===== src/design/tcdm_pkg.sv =====
// tcdm bus format shared by the wide accelerator port and the narrow memory lanes
package tcdm_pkg;

  // byte address, one word for every lane
  localparam int unsigned ADDR_W = 32;

  // wide accelerator side
  localparam int unsigned WIDE_DW = 64; // data bits of one wide transfer
  localparam int unsigned WIDE_BW = 8;  // one enable per byte of wide data

  // narrow memory side, one lane per channel
  localparam int unsigned NARROW_DW = 32;
  localparam int unsigned NARROW_BW = 4;

  // lane k sits LANE_STRIDE*k bytes above the wide address
  localparam int unsigned LANE_STRIDE = 4;

  // a 64-bit word seen either whole or as its 32-bit lanes
  // write data is sliced through lane, read data is assembled through lane
  // and both leave or enter the wide port through word
  typedef union packed {
    logic [WIDE_DW-1:0]                          word; // whole wide data word
    logic [WIDE_DW/NARROW_DW-1:0][NARROW_DW-1:0] lane; // lane 0 holds the low half
  } wide_word_u;

endpackage


===== src/design/split_pkg.sv =====
// split configuration with channel count, queue sizing and controller state encodings
package split_pkg;

  localparam int unsigned NB_CHAN    = 2; // narrow channels behind one wide port
  localparam int unsigned FIFO_DEPTH = 2; // entries in each request and response queue

  // occupancy counters run from 0 up to FIFO_DEPTH inclusive
  localparam int unsigned CNT_W = 2;
  localparam int unsigned PTR_W = $clog2(FIFO_DEPTH); // read and write pointer width

  localparam logic [CNT_W-1:0] FULL_CNT = CNT_W'(FIFO_DEPTH);   // count of a full queue
  localparam logic [PTR_W-1:0] LAST_PTR = PTR_W'(FIFO_DEPTH - 1); // pointer wraps after this

  // grant controller
  // GNT lets every lane follow the wide request
  // NO_GNT presents only the lanes that have not been granted yet
  typedef enum logic {
    GNT,
    NO_GNT
  } gnt_state_e;

  // response controller
  // RVALID passes complete responses straight through
  // NO_RVALID collects lane responses until every lane has one
  typedef enum logic {
    RVALID,
    NO_RVALID
  } rsp_state_e;

endpackage


===== src/design/tcdm_bus_if.sv =====
// narrow tcdm channel carrying a request/grant path and a valid/ready response path
`timescale 1ns/1ps

interface tcdm_bus_if;

  // request path, a transfer happens when req and gnt are both high
  logic                           req;
  logic                           gnt;
  logic [tcdm_pkg::ADDR_W-1:0]    add;  // byte address of the lane word
  logic                           wen;  // high for a read, low for a write
  logic [tcdm_pkg::NARROW_BW-1:0] be;   // byte enables of the lane
  logic [tcdm_pkg::NARROW_DW-1:0] data; // write data of the lane

  // response path, a transfer happens when r_valid and r_ready are both high
  logic                           r_valid;
  logic [tcdm_pkg::NARROW_DW-1:0] r_data;
  logic                           r_ready;

  // the side that issues requests and consumes responses
  modport initiator (
    output req,
    output add,
    output wen,
    output be,
    output data,
    output r_ready,
    input  gnt,
    input  r_valid,
    input  r_data
  );

  // the side that grants requests and produces responses
  modport target (
    input  req,
    input  add,
    input  wen,
    input  be,
    input  data,
    input  r_ready,
    output gnt,
    output r_valid,
    output r_data
  );

endinterface


===== src/design/tcdm_chan_fifo.sv =====
// per-channel request queue and response queue with accounting of outstanding answers
`timescale 1ns/1ps

module tcdm_chan_fifo (
  input logic clk_i,
  input logic rst_ni,
  input logic clear_i,
  tcdm_bus_if.target    up,  // the splitter side advances in lock-step with the other lanes
  tcdm_bus_if.initiator down // the memory side advances freely
);

  // request queue storage
  logic [tcdm_pkg::ADDR_W-1:0]    add_mem  [split_pkg::FIFO_DEPTH];
  logic                           wen_mem  [split_pkg::FIFO_DEPTH];
  logic [tcdm_pkg::NARROW_BW-1:0] be_mem   [split_pkg::FIFO_DEPTH];
  logic [tcdm_pkg::NARROW_DW-1:0] data_mem [split_pkg::FIFO_DEPTH];

  // response queue storage
  logic [tcdm_pkg::NARROW_DW-1:0] rsp_mem  [split_pkg::FIFO_DEPTH];

  logic [split_pkg::PTR_W-1:0] req_wptr_q, req_rptr_q;
  logic [split_pkg::PTR_W-1:0] rsp_wptr_q, rsp_rptr_q;
  logic [split_pkg::CNT_W-1:0] req_cnt_q, rsp_cnt_q;
  logic [split_pkg::CNT_W:0]   rsp_load;  // responses held plus the one still in flight
  logic                        pending_q; // a granted request whose answer comes next cycle
  logic                        req_push, req_pop, rsp_push, rsp_pop;

  // advance a queue pointer and wrap at the last entry
  function automatic logic [split_pkg::PTR_W-1:0] ptr_inc(
    input logic [split_pkg::PTR_W-1:0] ptr
  );
    logic [split_pkg::PTR_W-1:0] nxt;
    if (ptr == split_pkg::LAST_PTR) begin
      nxt = '0;
    end else begin
      nxt = ptr + 1'b1;
    end
    return nxt;
  endfunction

  assign up.gnt   = up.req & (req_cnt_q != split_pkg::FULL_CNT); // accept while there is room
  assign req_push = up.req & up.gnt;

  // a new memory request is only issued when its answer is sure to find a slot
  assign rsp_load = rsp_cnt_q + pending_q;
  assign down.req = (req_cnt_q != '0) & (rsp_load < {1'b0, split_pkg::FULL_CNT});
  assign req_pop  = down.req & down.gnt;

  // head of the request queue, stable until the memory grants it
  assign down.add  = add_mem[req_rptr_q];
  assign down.wen  = wen_mem[req_rptr_q];
  assign down.be   = be_mem[req_rptr_q];
  assign down.data = data_mem[req_rptr_q];

  assign down.r_ready = 1'b1;                    // room was reserved at issue time
  assign rsp_push     = down.r_valid & down.r_ready;
  assign up.r_valid   = rsp_cnt_q != '0;
  assign up.r_data    = rsp_mem[rsp_rptr_q];
  assign rsp_pop      = up.r_valid & up.r_ready;

  always_ff @(posedge clk_i) begin
    if (req_push) begin
      add_mem[req_wptr_q]  <= up.add;
      wen_mem[req_wptr_q]  <= up.wen;
      be_mem[req_wptr_q]   <= up.be;
      data_mem[req_wptr_q] <= up.data;
    end
    if (rsp_push) begin
      rsp_mem[rsp_wptr_q] <= down.r_data; // captured on the edge of the arrival cycle
    end
  end

  always_ff @(posedge clk_i or negedge rst_ni) begin
    if (!rst_ni) begin
      req_wptr_q <= '0;
      req_rptr_q <= '0;
      req_cnt_q  <= '0;
      rsp_wptr_q <= '0;
      rsp_rptr_q <= '0;
      rsp_cnt_q  <= '0;
      pending_q  <= 1'b0;
    end else if (clear_i) begin
      req_wptr_q <= '0;
      req_rptr_q <= '0;
      req_cnt_q  <= '0;
      rsp_wptr_q <= '0;
      rsp_rptr_q <= '0;
      rsp_cnt_q  <= '0;
      pending_q  <= 1'b0;
    end else begin
      pending_q <= req_pop; // the memory answers exactly one cycle after its grant
      if (req_push) req_wptr_q <= ptr_inc(req_wptr_q);
      if (req_pop)  req_rptr_q <= ptr_inc(req_rptr_q);
      if (req_push & ~req_pop) begin
        req_cnt_q <= req_cnt_q + 1'b1;
      end else if (~req_push & req_pop) begin
        req_cnt_q <= req_cnt_q - 1'b1;
      end
      if (rsp_push) rsp_wptr_q <= ptr_inc(rsp_wptr_q);
      if (rsp_pop)  rsp_rptr_q <= ptr_inc(rsp_rptr_q);
      if (rsp_push & ~rsp_pop) begin
        rsp_cnt_q <= rsp_cnt_q + 1'b1;
      end else if (~rsp_push & rsp_pop) begin
        rsp_cnt_q <= rsp_cnt_q - 1'b1;
      end
    end
  end

endmodule


===== src/design/split_sync_ctrl.sv =====
// grant and response synchronization of the lanes that make up one wide transfer
`timescale 1ns/1ps

module split_sync_ctrl (
  input  logic                         clk_i,
  input  logic                         rst_ni,
  input  logic                         clear_i,
  input  logic                         req_i,         // wide request, held until granted
  input  logic [split_pkg::NB_CHAN-1:0] lane_gnt_i,    // per-lane queue grant
  input  logic [split_pkg::NB_CHAN-1:0] lane_rvalid_i, // per-lane response available
  input  logic                         r_ready_i,     // wide response accepted
  output logic [split_pkg::NB_CHAN-1:0] lane_req_o,
  output logic [split_pkg::NB_CHAN-1:0] lane_rready_o,
  output logic                         all_gnt_o,     // every lane has taken the request
  output logic                         all_rvalid_o   // every lane holds a response
);

  split_pkg::gnt_state_e gnt_state_q, gnt_state_d;
  split_pkg::rsp_state_e rsp_state_q, rsp_state_d;

  logic [split_pkg::NB_CHAN-1:0] gnt_mask_q, gnt_mask_d; // lanes already granted
  logic [split_pkg::NB_CHAN-1:0] rsp_mask_q, rsp_mask_d; // lanes whose response has arrived
  logic [split_pkg::NB_CHAN-1:0] gnt_now, gnt_done, rsp_done;

  // in NO_GNT the wide request is still held, only the missing lanes see it
  assign lane_req_o = (gnt_state_q == split_pkg::GNT) ? {split_pkg::NB_CHAN{req_i}} :
                                                         {split_pkg::NB_CHAN{req_i}} & ~gnt_mask_q;

  assign gnt_now   = lane_req_o & lane_gnt_i;
  assign gnt_done  = gnt_now | ((gnt_state_q == split_pkg::NO_GNT) ? gnt_mask_q : '0);
  assign all_gnt_o = req_i & (&gnt_done);

  always_comb begin
    gnt_state_d = gnt_state_q;
    gnt_mask_d  = gnt_mask_q;
    if (all_gnt_o) begin
      gnt_state_d = split_pkg::GNT; // the last missing lane is taken so lanes follow again
      gnt_mask_d  = '0;
    end else if (req_i) begin
      gnt_state_d = split_pkg::NO_GNT;
      gnt_mask_d  = gnt_done; // remember partial progress so no lane is issued twice
    end
  end

  // lanes that already answered keep their response parked in the queue
  // the mask only adds lanes and is emptied when the set is complete
  assign rsp_done     = lane_rvalid_i |
                        ((rsp_state_q == split_pkg::NO_RVALID) ? rsp_mask_q : '0);
  assign all_rvalid_o = &rsp_done;

  // all lanes pop together, and only on the wide handshake
  assign lane_rready_o = {split_pkg::NB_CHAN{all_rvalid_o & r_ready_i}};

  always_comb begin
    rsp_state_d = rsp_state_q;
    rsp_mask_d  = '0;
    if (all_rvalid_o) begin
      rsp_state_d = split_pkg::RVALID; // the complete set is presented as one response
    end else if (|rsp_done) begin
      rsp_state_d = split_pkg::NO_RVALID; // some lanes are early so collecting goes on
      rsp_mask_d  = rsp_done;
    end
  end

  always_ff @(posedge clk_i or negedge rst_ni) begin
    if (!rst_ni) begin
      gnt_state_q <= split_pkg::GNT;
      gnt_mask_q  <= '0;
      rsp_state_q <= split_pkg::RVALID;
      rsp_mask_q  <= '0;
    end else if (clear_i) begin
      gnt_state_q <= split_pkg::GNT;
      gnt_mask_q  <= '0;
      rsp_state_q <= split_pkg::RVALID;
      rsp_mask_q  <= '0;
    end else begin
      gnt_state_q <= gnt_state_d;
      gnt_mask_q  <= gnt_mask_d;
      rsp_state_q <= rsp_state_d;
      rsp_mask_q  <= rsp_mask_d;
    end
  end

endmodule


===== src/design/tcdm_split.sv =====
// splits a wide tcdm request into narrow lanes and merges the lane responses back
`timescale 1ns/1ps

module tcdm_split (
  input  logic                         clk_i,
  input  logic                         rst_ni,
  input  logic                         clear_i,
  input  logic                         req_i,
  input  logic [tcdm_pkg::ADDR_W-1:0]  add_i,
  input  logic                         wen_i,
  input  logic [tcdm_pkg::WIDE_BW-1:0] be_i,
  input  logic [tcdm_pkg::WIDE_DW-1:0] data_i,
  input  logic                         r_ready_i,
  output logic                         gnt_o,
  output logic                         r_valid_o,
  output logic [tcdm_pkg::WIDE_DW-1:0] r_data_o,
  tcdm_bus_if.initiator                chan_o [split_pkg::NB_CHAN] // one lane per channel queue
);

  tcdm_pkg::wide_word_u wdata; // write data split into lanes
  tcdm_pkg::wide_word_u rdata; // read data gathered from lanes

  logic [split_pkg::NB_CHAN-1:0] lane_req;
  logic [split_pkg::NB_CHAN-1:0] lane_gnt;
  logic [split_pkg::NB_CHAN-1:0] lane_rvalid;
  logic [split_pkg::NB_CHAN-1:0] lane_rready;

  assign wdata.word = data_i;

  for (genvar k = 0; k < split_pkg::NB_CHAN; k++) begin : g_lane
    // request side of lane k
    assign chan_o[k].req  = lane_req[k];
    assign chan_o[k].add  = add_i + tcdm_pkg::ADDR_W'(k * tcdm_pkg::LANE_STRIDE);
    assign chan_o[k].wen  = wen_i; // same access type on every lane
    assign chan_o[k].be   = be_i[k*tcdm_pkg::NARROW_BW +: tcdm_pkg::NARROW_BW];
    assign chan_o[k].data = wdata.lane[k];

    // response side of lane k
    assign chan_o[k].r_ready = lane_rready[k];
    assign rdata.lane[k]     = chan_o[k].r_data;

    assign lane_gnt[k]    = chan_o[k].gnt;
    assign lane_rvalid[k] = chan_o[k].r_valid;
  end

  // controller that keeps the lanes of one wide transfer together
  split_sync_ctrl i_split_sync_ctrl (
    .clk_i         ( clk_i       ),
    .rst_ni        ( rst_ni      ),
    .clear_i       ( clear_i     ),
    .req_i         ( req_i       ),
    .lane_gnt_i    ( lane_gnt    ),
    .lane_rvalid_i ( lane_rvalid ),
    .r_ready_i     ( r_ready_i   ),
    .lane_req_o    ( lane_req    ),
    .lane_rready_o ( lane_rready ),
    .all_gnt_o     ( gnt_o       ), // wide grant once the last lane is taken
    .all_rvalid_o  ( r_valid_o   )  // wide response once every lane has answered
  );

  // lane 0 forms the low half of the wide read data
  assign r_data_o = rdata.word;

endmodule


===== src/design/tcdm_split_top.sv =====
// top level of the wide-to-narrow tcdm splitter with its per-channel queues
`timescale 1ns/1ps

module tcdm_split_top (
  input  logic                                                    clk_i,
  input  logic                                                    rst_ni,
  input  logic                                                    clear_i,
  // wide accelerator port
  input  logic                                                    req_i,
  input  logic [tcdm_pkg::ADDR_W-1:0]                             add_i,
  input  logic                                                    wen_i,
  input  logic [tcdm_pkg::WIDE_BW-1:0]                            be_i,
  input  logic [tcdm_pkg::WIDE_DW-1:0]                            data_i,
  input  logic                                                    r_ready_i,
  output logic                                                    gnt_o,
  output logic                                                    r_valid_o,
  output logic [tcdm_pkg::WIDE_DW-1:0]                            r_data_o,
  // narrow memory channels where index k is channel k
  output logic [split_pkg::NB_CHAN-1:0]                           mem_req_o,
  output logic [split_pkg::NB_CHAN-1:0][tcdm_pkg::ADDR_W-1:0]     mem_add_o,
  output logic [split_pkg::NB_CHAN-1:0]                           mem_wen_o,
  output logic [split_pkg::NB_CHAN-1:0][tcdm_pkg::NARROW_BW-1:0]  mem_be_o,
  output logic [split_pkg::NB_CHAN-1:0][tcdm_pkg::NARROW_DW-1:0]  mem_data_o,
  input  logic [split_pkg::NB_CHAN-1:0]                           mem_gnt_i,
  // the memory answers one cycle after each grant
  input  logic [split_pkg::NB_CHAN-1:0]                           mem_r_valid_i,
  input  logic [split_pkg::NB_CHAN-1:0][tcdm_pkg::NARROW_DW-1:0]  mem_r_data_i
);

  tcdm_bus_if split_chan [split_pkg::NB_CHAN] (); // splitter to queue
  tcdm_bus_if mem_chan   [split_pkg::NB_CHAN] (); // queue to memory

  tcdm_split i_tcdm_split (
    .clk_i     ( clk_i      ),
    .rst_ni    ( rst_ni     ),
    .clear_i   ( clear_i    ),
    .req_i     ( req_i      ),
    .add_i     ( add_i      ),
    .wen_i     ( wen_i      ),
    .be_i      ( be_i       ),
    .data_i    ( data_i     ),
    .r_ready_i ( r_ready_i  ),
    .gnt_o     ( gnt_o      ),
    .r_valid_o ( r_valid_o  ),
    .r_data_o  ( r_data_o   ),
    .chan_o    ( split_chan )
  );

  for (genvar k = 0; k < split_pkg::NB_CHAN; k++) begin : g_chan
    tcdm_chan_fifo i_tcdm_chan_fifo (
      .clk_i   ( clk_i         ),
      .rst_ni  ( rst_ni        ),
      .clear_i ( clear_i       ),
      .up      ( split_chan[k] ),
      .down    ( mem_chan[k]   )
    );

    // memory side of channel k onto the plain ports
    assign mem_req_o[k]  = mem_chan[k].req;
    assign mem_add_o[k]  = mem_chan[k].add;
    assign mem_wen_o[k]  = mem_chan[k].wen;
    assign mem_be_o[k]   = mem_chan[k].be;
    assign mem_data_o[k] = mem_chan[k].data;

    assign mem_chan[k].gnt     = mem_gnt_i[k];
    assign mem_chan[k].r_valid = mem_r_valid_i[k];
    assign mem_chan[k].r_data  = mem_r_data_i[k];
  end

endmodule


===== config.mk =====
export PLATFORM = sky130hd
export DESIGN_NAME = tcdm_split_top
export DESIGN_NICKNAME = d
export VERILOG_FILES = /design/src/design/tcdm_pkg.sv /design/src/design/split_pkg.sv /design/src/design/tcdm_bus_if.sv /design/src/design/tcdm_chan_fifo.sv /design/src/design/split_sync_ctrl.sv /design/src/design/tcdm_split.sv /design/src/design/tcdm_split_top.sv
export SDC_FILE = /design/constraint.sdc
export NUM_CORES = 1
export LEC_CHECK = 0
export BUFFER_PORTS_ARGS = -buffer_cell sky130_fd_sc_hd__buf_4
export CAP_MARGIN = 0
export CORE_UTILIZATION = 46
export DETAILED_ROUTE_END_ITERATION = 12
export HOLD_SLACK_MARGIN = 0.08
export PLACE_DENSITY = 0.69
export SLEW_MARGIN = 0
export SYNTH_ARGS = -nofsm -noshare
export SYNTH_HDL_FRONTEND = slang
export SYNTH_SLANG_ARGS = --single-unit
export TNS_END_PERCENT = 1

===== constraint.sdc =====
create_clock -name clk_i -period 4.9 [get_ports clk_i]
set_input_delay 0.49 -clock clk_i [delete_from_list [all_inputs] [get_ports clk_i]]
set_output_delay 0.49 -clock clk_i [all_outputs]
set_load 0.005 [all_outputs]

==> results of run 1 <==
## flip-flops by register name, summed over array words and instances, names as in the netlist
signal                                      cells
g_chan.i_tcdm_chan_fifo.add_mem               128
g_chan.i_tcdm_chan_fifo.be_mem                 16
g_chan.i_tcdm_chan_fifo.data_mem              128
g_chan.i_tcdm_chan_fifo.pending_q               2
g_chan.i_tcdm_chan_fifo.req_cnt_q               4
g_chan.i_tcdm_chan_fifo.req_rptr_q              2
g_chan.i_tcdm_chan_fifo.req_wptr_q              2
g_chan.i_tcdm_chan_fifo.rsp_cnt_q               4
g_chan.i_tcdm_chan_fifo.rsp_mem               128
g_chan.i_tcdm_chan_fifo.rsp_rptr_q              2
g_chan.i_tcdm_chan_fifo.rsp_wptr_q              2
g_chan.i_tcdm_chan_fifo.wen_mem                 4
i_tcdm_split.i_split_sync_ctrl.gnt_mask_q       2
i_tcdm_split.i_split_sync_ctrl.gnt_state_q      1
i_tcdm_split.i_split_sync_ctrl.rsp_mask_q       2
i_tcdm_split.i_split_sync_ctrl.rsp_state_q      1
## kinds of logic (layout without fill, tap and decap cells)
kind of cell | after synthesis | after routing
buf+inv | 40 | 477
xor+xnor | 37 | 37
compound gates | 36 | 36
other cells | 0 | 1
flops | 428 | 428
mux | 202 | 202
fa+ha+maj | 1 | 1
simple gates | 110 | 110
## synthesized netlist by cell type, types with 2 or more instances
master | instances | area (um2)
clkbuf_1 | 30 | 113
o21ai_0 | 5 | 25.0
mux2_2 | 202 | 2270
a21boi_0 | 4 | 30.0
or3_1 | 2 | 12.5
xnor2_1 | 23 | 201
xnor3_1 | 2 | 45.0
edfxtp_1 | 404 | 12100
and2_1 | 4 | 25.0
nand2_1 | 15 | 56.3
and3_1 | 10 | 62.6
buf_4 | 4 | 30.0
nor2_1 | 24 | 90.1
a21bo_2 | 2 | 20.0
a32oi_1 | 2 | 17.5
a21oi_1 | 11 | 55.1
and4_1 | 6 | 52.6
inv_1 | 4 | 15.0
nand3_1 | 18 | 90.1
nand3b_1 | 4 | 30.0
a211oi_1 | 4 | 30.0
o211ai_1 | 2 | 15.0
xor2_1 | 12 | 105
nor4_1 | 2 | 12.5
dfrtp_1 | 24 | 601
nor3_1 | 9 | 45.0
nand2b_1 | 4 | 25.0
o21a_1 | 3 | 22.5
nand4_1 | 7 | 43.8
## cell type report
cell class	count	area, um2	area share
Inverter	4	15.0	0.000708
Sequential cell	428	12700	0.600
Clock buffer	61	1230	0.0578
Clock inverter	17	178	0.00837
Tap cell	455	569	0.0268
Antenna cell	1	2.50	0.000118
Multi-Input combinational cell	386	3520	0.166
Timing Repair Buffer	395	2970	0.140
## power breakdown
| group | leakage [nW] | switching, mW | internal (mW) | total [mW] |
|---|---|---|---|---|
| clock | 0.682 | 1.31 | 1.95 | 3.26 |
| combinational | 3.09 | 0.551 | 0.769 | 1.32 |
| sequential | 4.10 | 0.176 | 4.33 | 4.51 |
## layer usage
| layer | track usage | wire length, um |
|---|---|---|
| met1 | 0.227 | 13500 |
| met2 | 0.301 | 16700 |
| met3 | 0.0749 | 3510 |
| met4 | 0.0557 | 770 |
| met5 | 0 | 17 |
## worst max-delay path, stage by stage (launching register included)
cell,delay [ns]
dfrtp_4,1.08
mux2_2,0.43
buf_4,0.14
## placed cells by master (no fill, tap or decap), drive strengths merged, types with 2 or more instances in the layout
| master | Yosys | final |
|---|---|---|
| a21boi | 4 | 4 |
| and3 | 10 | 10 |
| nor2 | 24 | 24 |
| nand4 | 7 | 7 |
| a32oi | 2 | 2 |
| o21ai | 5 | 5 |
| a21oi | 11 | 11 |
| nand2 | 15 | 15 |
| dfrtp | 24 | 24 |
| nand3b | 4 | 4 |
| mux2 | 202 | 202 |
| or3 | 2 | 2 |
| and4b | 2 | 2 |
| buf | 6 | 394 |
| and2 | 5 | 5 |
| nor3 | 9 | 9 |
| nand3 | 18 | 18 |
| edfxtp | 404 | 404 |
| nor4 | 2 | 2 |
| and4 | 6 | 6 |
| xnor3 | 2 | 2 |
| o211ai | 2 | 2 |
| a21bo | 2 | 2 |
| xor2 | 12 | 12 |
| a211oi | 4 | 4 |
| inv | 4 | 4 |
| clkbuf | 30 | 61 |
| o21a | 3 | 3 |
| clkinv | 0 | 12 |
| xnor2 | 23 | 23 |
| bufinv | 0 | 4 |
| nand2b | 4 | 4 |
| a211o | 2 | 2 |
## timing repair
action                                 4_1_cts  5_1_grt
hold buffers                                 1        0
resized for setup                            0        0
setup endpoints to repair                    0        0
endpoints found under the hold margin       24        0
## worst paths after layout
kind / start / end / slack, ns / cells past startpoint
max: g_chan[1].i_tcdm_chan_fifo.req_rptr_q / mem_add_o[51] / 2.18 / 2
min: data_i[16] / g_chan[0].i_tcdm_chan_fifo.data_mem[1][16] / 0.12 / 1
max reg2reg: g_chan[0].i_tcdm_chan_fifo.req_cnt_q[0] / g_chan[0].i_tcdm_chan_fifo.add_mem[0][19] / 2.37 / 4
min reg2reg: g_chan[0].i_tcdm_chan_fifo.rsp_rptr_q / g_chan[0].i_tcdm_chan_fifo.rsp_rptr_q / 0.54 / 2
max in group asynchronous: rst_ni / g_chan[1].i_tcdm_chan_fifo.req_rptr_q / 4.21 / 2
min in group asynchronous: rst_ni / g_chan[1].i_tcdm_chan_fifo.rsp_cnt_q[1] / 0.42 / 2
## through the flow
step | hold WS [ns] | std cells | utilization | power (mW)
2_1_floorplan | 0.194 | 854 | - | 5.17
3_3_place_gp | 0.409 | 1667 | 0.569 | 5.90
3_5_place_dp | 0.412 | 1667 | 0.569 | 5.93
4_1_cts | 0.0890 | 1746 | 0.610 | 9.20
5_1_grt | 0.0868 | 1746 | 0.610 | 9.45
6_report | 0.122 | 1747 | 0.610 | 9.09
==> metrics.yaml, run 1 <==
sta:
  tightestPinTransition_ns: 1.11
  max_freq_mhz: 368
  final_hold_viol_count: 0
  period_share: 0.555
  period_needed_ns: 2.72
  slew_viol_final: 0
  setup_viol: 0
  relSlewSlack: 0.257
  final.setup.tns_ns: 0
  rsz0062_at_grt: "no"
  worst_slack_ns: 2.18
  fin_skew_ns: 0.0152
critical_path:
  cp_max_fo: 70
  critPathKind: "flop to primary output"
  start_kind: "flop"
  worstSetupEndpointType: "primary output"
  arrival_ns: 2.23
  required_ns: 4.41
synthesis:
  synth-compound-area-share: 0.0154
  yosysUniqueCellTypes: 40
  synthAdderAreaFrac: 0.000763
  syn_nets: 1033
  synth-async-reset-ratio: 0.0561
  yosys.area_share.xor_xnor: 0.0215
  synthSimpleGateAreaFrac: 0.0361
  synth_warnings: 0
  synth_ff_type: "edfxtp_1"
  synth_seq_area_share: 0.777
  synth_top_family_by_area: "multiplexers"
  ys_seq_elements: 428
  syn_inst: 854
  synth_area_per_cell_um2: 19.2
  syn_area_um2: 16400
  synthMuxAreaShare: 0.139
  synth_edf_count: 404
cts:
  cts_inserted_buffers: 44
  cts_max_level: 2
  clk_pin_slew_ns: 0.06
  cts_setup_buffers: 0
  cts_root_buf: "clkbuf_16"
  cts_sinks: 428
  clk_path_buf_depth: 3
  cts_tree: "yes"
  clock_latency_ns: 0.55
global_routing:
  grt_pass1_wl_mm: 50.9
  grt_max_degree: 71
  grt_antenna_before_repair: 2
  grt_overflow: 0
  grt_pass1_vias: 9003
  track_usage: 0.186
power_and_ir_drop:
  leakage_nw: 7.87
  pwr_density_cell_nw_per_um2: 428
  peakVddDrop_uv: 330
drt:
  drcViolationCount: 0
  viasPerCell: 5.10
  ant_nets: 0
  first_pass_iters: 4
  drtIter0Drc: 435
  num_vias: 8905
  drt-total-wl_mm: 34.5
  wl_per_cell_um: 19.7
final_layout:
  fill_cells: 2615
  nets: 1438
  layout-drive-gt1-share: 0.518
  design_area_um2: 21200
  area_growth_pct: 29.5
flow_run:
  maxCapViolCount: 0
floorplanning:
  core_um2: 34800
  die_h_um: 191
  ios: 384
  die_x_um: 191
  die-area_um2: 36400
  start_util: 0.471
  std_cell_rows: 68
placed_design:
  gp_congestion: 0.753
  dpl_cell_area_um2: 19800
  hpwl_mm: 22.5
  dp_slack_ns: 2.21
  numPortBuffers: 383
status:
  status: "finished clean"
min_path:
  hp-class: "input pin to flop"
Power figures use the tool's default switching activity.
==> inputs of run 2 (changes only) <==
--- a/config.mk
+++ b/config.mk
@@ -10,7 +10,7 @@
 export CORE_UTILIZATION = 46
 export DETAILED_ROUTE_END_ITERATION = 12
 export HOLD_SLACK_MARGIN = 0.08
-export PLACE_DENSITY = 0.69
+export PLACE_DENSITY = 0.72
 export SLEW_MARGIN = 0
 export SYNTH_ARGS = -nofsm -noshare
 export SYNTH_HDL_FRONTEND = slang
==> constraint.sdc (replaced) <==
create_clock -name clk_i -period 2.3 [get_ports clk_i]
set_input_delay 0.23 -clock clk_i [delete_from_list [all_inputs] [get_ports clk_i]]
set_output_delay 0.23 -clock clk_i [all_outputs]
set_load 0.005 [all_outputs]
==> run 2 against run 1 <==
Register-to-register slack got worse by 2.0 ns. Worst setup slack got worse by 2.1 ns. Die area unchanged. Wire length increased by 8.7%. Cell area increased by 9.2%. Global-route usage increased by 1.5 points. Largest power group unchanged. Highest routed layer is now met4.
==> metrics.yaml, run 2 (synthesized netlist as in run 1, its figures left out) <==
global_routing:
  grt_pass1_vias: 10200  # +13%
  grt_pass1_wl_mm: 55.8  # +9.6%
  grt_antenna_before_repair: 1  # -1
  grt_overflow: 0  # unchanged
  grt_max_degree: 70  # -1.4%
  track_usage: 0.201  # +0.0153
sta:
  final_hold_viol_count: 0  # unchanged
  period_share: 0.944
  whs_ns: 0.156  # +0.0334 ns
  relSlewSlack: 0.593  # +0.337
  period_needed_ns: 2.17
  tightestPinTransition_ns: 0.604  # -0.508 ns
  slew_viol_final: 0  # unchanged
  rsz0062_at_grt: "no"
  max_freq_mhz: 461
  fin_skew_ns: 0.0179  # +0.00269 ns
  setup_viol: 0  # unchanged
placed_design:
  gp_congestion: 0.752  # -0.20%
  dp.cells: 1676  # +0.54%
  hpwl_mm: 23.9  # +6.3%
  numPortBuffers: 383  # unchanged
  dpl_cell_area_um2: 20000  # +1.2%
cts:
  cts_tree: "yes"
  cts_max_level: 2  # unchanged
  cts_sinks: 428  # unchanged
  clock_latency_ns: 0.55  # about the same
  cts_setup_buffers: 0  # unchanged
  cts_inserted_buffers: 45  # +2.3%
  clk_path_buf_depth: 3  # unchanged
  cts_root_buf: "clkbuf_16"
  clk_pin_slew_ns: 0.06  # about the same
critical_path:
  cp_num_cells: 3  # +1
  cp-startpoint: "g_chan[1].i_tcdm_chan_fifo.req_rptr_q"
  critPathTopFamily: "flip-flops"
  endpoint: "mem_add_o[43]"
  critPathKind: "flop to primary output"
  arrival_ns: 1.94  # -0.29 ns
  critPathMaxStageDelay_ns: 0.61  # -0.47 ns
  slowest_stage: "dfrtp_4"
  r2r_end: "g_chan[0].i_tcdm_chan_fifo.req_cnt_q[1]"
  cp_cell_sequence: "buf_12 -> mux2_2 -> buf_4"
  r2r_slack_ns: 0.38  # -1.99 ns
  worstSetupEndpointType: "primary output"
  r2r_start: "g_chan[0].i_tcdm_chan_fifo.rsp_cnt_q[0]"
  start_kind: "flop"
  required_ns: 2.07  # -2.34 ns
  cp_max_fo: 31  # -56%
  critical_path_buf_inv_count: 2  # +1
  reg2regPathDepth: 5  # +1
drt:
  wl_per_cell_um: 19.3  # -2.1%
  viasPerCell: 5.01  # -1.8%
  num_vias: 9707  # +9.0%
  first_pass_iters: 5  # +1
  drt-total-wl_mm: 37.5  # +8.7%
  ant_nets: 0  # unchanged
  drcViolationCount: 0  # unchanged
  drtIter0Drc: 427  # -1.8%
power_and_ir_drop:
  pwr_density_cell_nw_per_um2: 838  # +96%
  leakage_nw: 8.69  # +10%
  peakVddDrop_uv: 767  # +130%
final_layout:
  fill_cells: 2341  # -10%
  top_regs: "g_chan.i_tcdm_chan_fifo.add_mem x128, g_chan.i_tcdm_chan_fifo.data_mem x128, g_chan.i_tcdm_chan_fifo.rsp_mem x128"
  final_cell_mix: "edfxtp_1, buf_4, mux2_2"
  final_common_cell: "edfxtp_1"
  layout-drive-gt1-share: 0.458  # -0.0600
  design_area_um2: 23200  # +9.2%
  area_growth_pct: 41.3
  nets: 1627  # +13%
  layout.cells.non_filler: 1939  # +11%
  post-route-util: 0.666  # +0.0559
floorplanning:
  ios: 384  # unchanged
  start_util: 0.471  # unchanged
  die-area_um2: 36400  # unchanged
  std_cell_rows: 68  # unchanged
  die_x_um: 191  # unchanged
  die_h_um: 191  # unchanged
  core_um2: 34800  # unchanged
status:
  status: "finished clean"
min_path:
  hp-class: "input pin to asynchronous set/reset pin"
flow_run:
  maxCapViolCount: 0  # unchanged
[run 2: cell count changes in the layout (fill, tap and decap cells not counted), sizes merged]
cell         before  now
clkinv           12   21
dlygate4sd3       1  180
bufinv            4    0
diode             1    2
buf             394  403
clkinvlp          1    0
inv               4    6
clkbuf           61   58
[run 2: repair_timing]
item                                   in CTS  in global routing
setup endpoints to repair                   0                  0
gates resized for setup                     0                  0
endpoints found under the hold margin     440                  0
hold buffers                              180                  0
[run 2: worst min-delay path by stage]
stage          slack (ns)  depth (start not counted)                                 endpoint
3_5_place_dp         0.16                          1    g_chan[0].i_tcdm_chan_fifo.rsp_rptr_q
2_1_floorplan       -0.07                          0     g_chan[0].i_tcdm_chan_fifo.pending_q
6_report             0.16                          2  g_chan[0].i_tcdm_chan_fifo.rsp_cnt_q[1]
5_1_grt              0.16                          2  g_chan[0].i_tcdm_chan_fifo.rsp_cnt_q[1]
4_1_cts              0.13                          2  g_chan[0].i_tcdm_chan_fifo.rsp_cnt_q[1]
3_3_place_gp         0.15                          1    g_chan[0].i_tcdm_chan_fifo.rsp_rptr_q
[run 2: worst reg2reg max path, cell delays in order (launching register included)]
cell and delay [ns]:
dfrtp_1 0.47, a21oi_1 0.37, a211oi_1 0.13, o21ai_0 0.17, a21oi_1 0.08, dlygate4sd3_1 0.57
[run 2: where the power goes]
part	internal (mW)	total (mW)	switching, mW
clock network	3.73	6.54	2.81
logic	1.95	3.44	1.49
registers	9.23	9.43	0.201
total	14.9	19.4	4.51
[run 2: through the flow]
stage / setup TNS [ns] / total power [mW] / worst slack [ns]
finish: 0 / 19.4 / 0.130
global route: 0 / 20.2 / 0.0470
CTS: 0 / 19.6 / 0.0693
detailed placement: 0 / 12.8 / 0.381
global placement: 0 / 12.7 / 0.412
floorplan: -181.16 / 11.0 / -0.658
[run 2: layer usage]
metal,vias to the layer above,track usage,part of all wire
li1,4523,-,-
met1,4775,0.244,0.40
met2,335,0.340,0.49
met3,74,0.0537,0.073
met4,0,0.0782,0.034
met5,-,0,0
[run 2: cell type report]
type / count / area (um2) / area share
Clock buffer: 58 / 1220 / 0.0526
Sequential cell: 428 / 12700 / 0.550
Clock inverter: 23 / 109 / 0.00470
Multi-Input combinational cell: 386 / 3520 / 0.152
Tap cell: 455 / 569 / 0.0246
Antenna cell: 2 / 5.00 / 0.000216
Inverter: 4 / 15.0 / 0.000648
Timing Repair Buffer: 583 / 4990 / 0.215
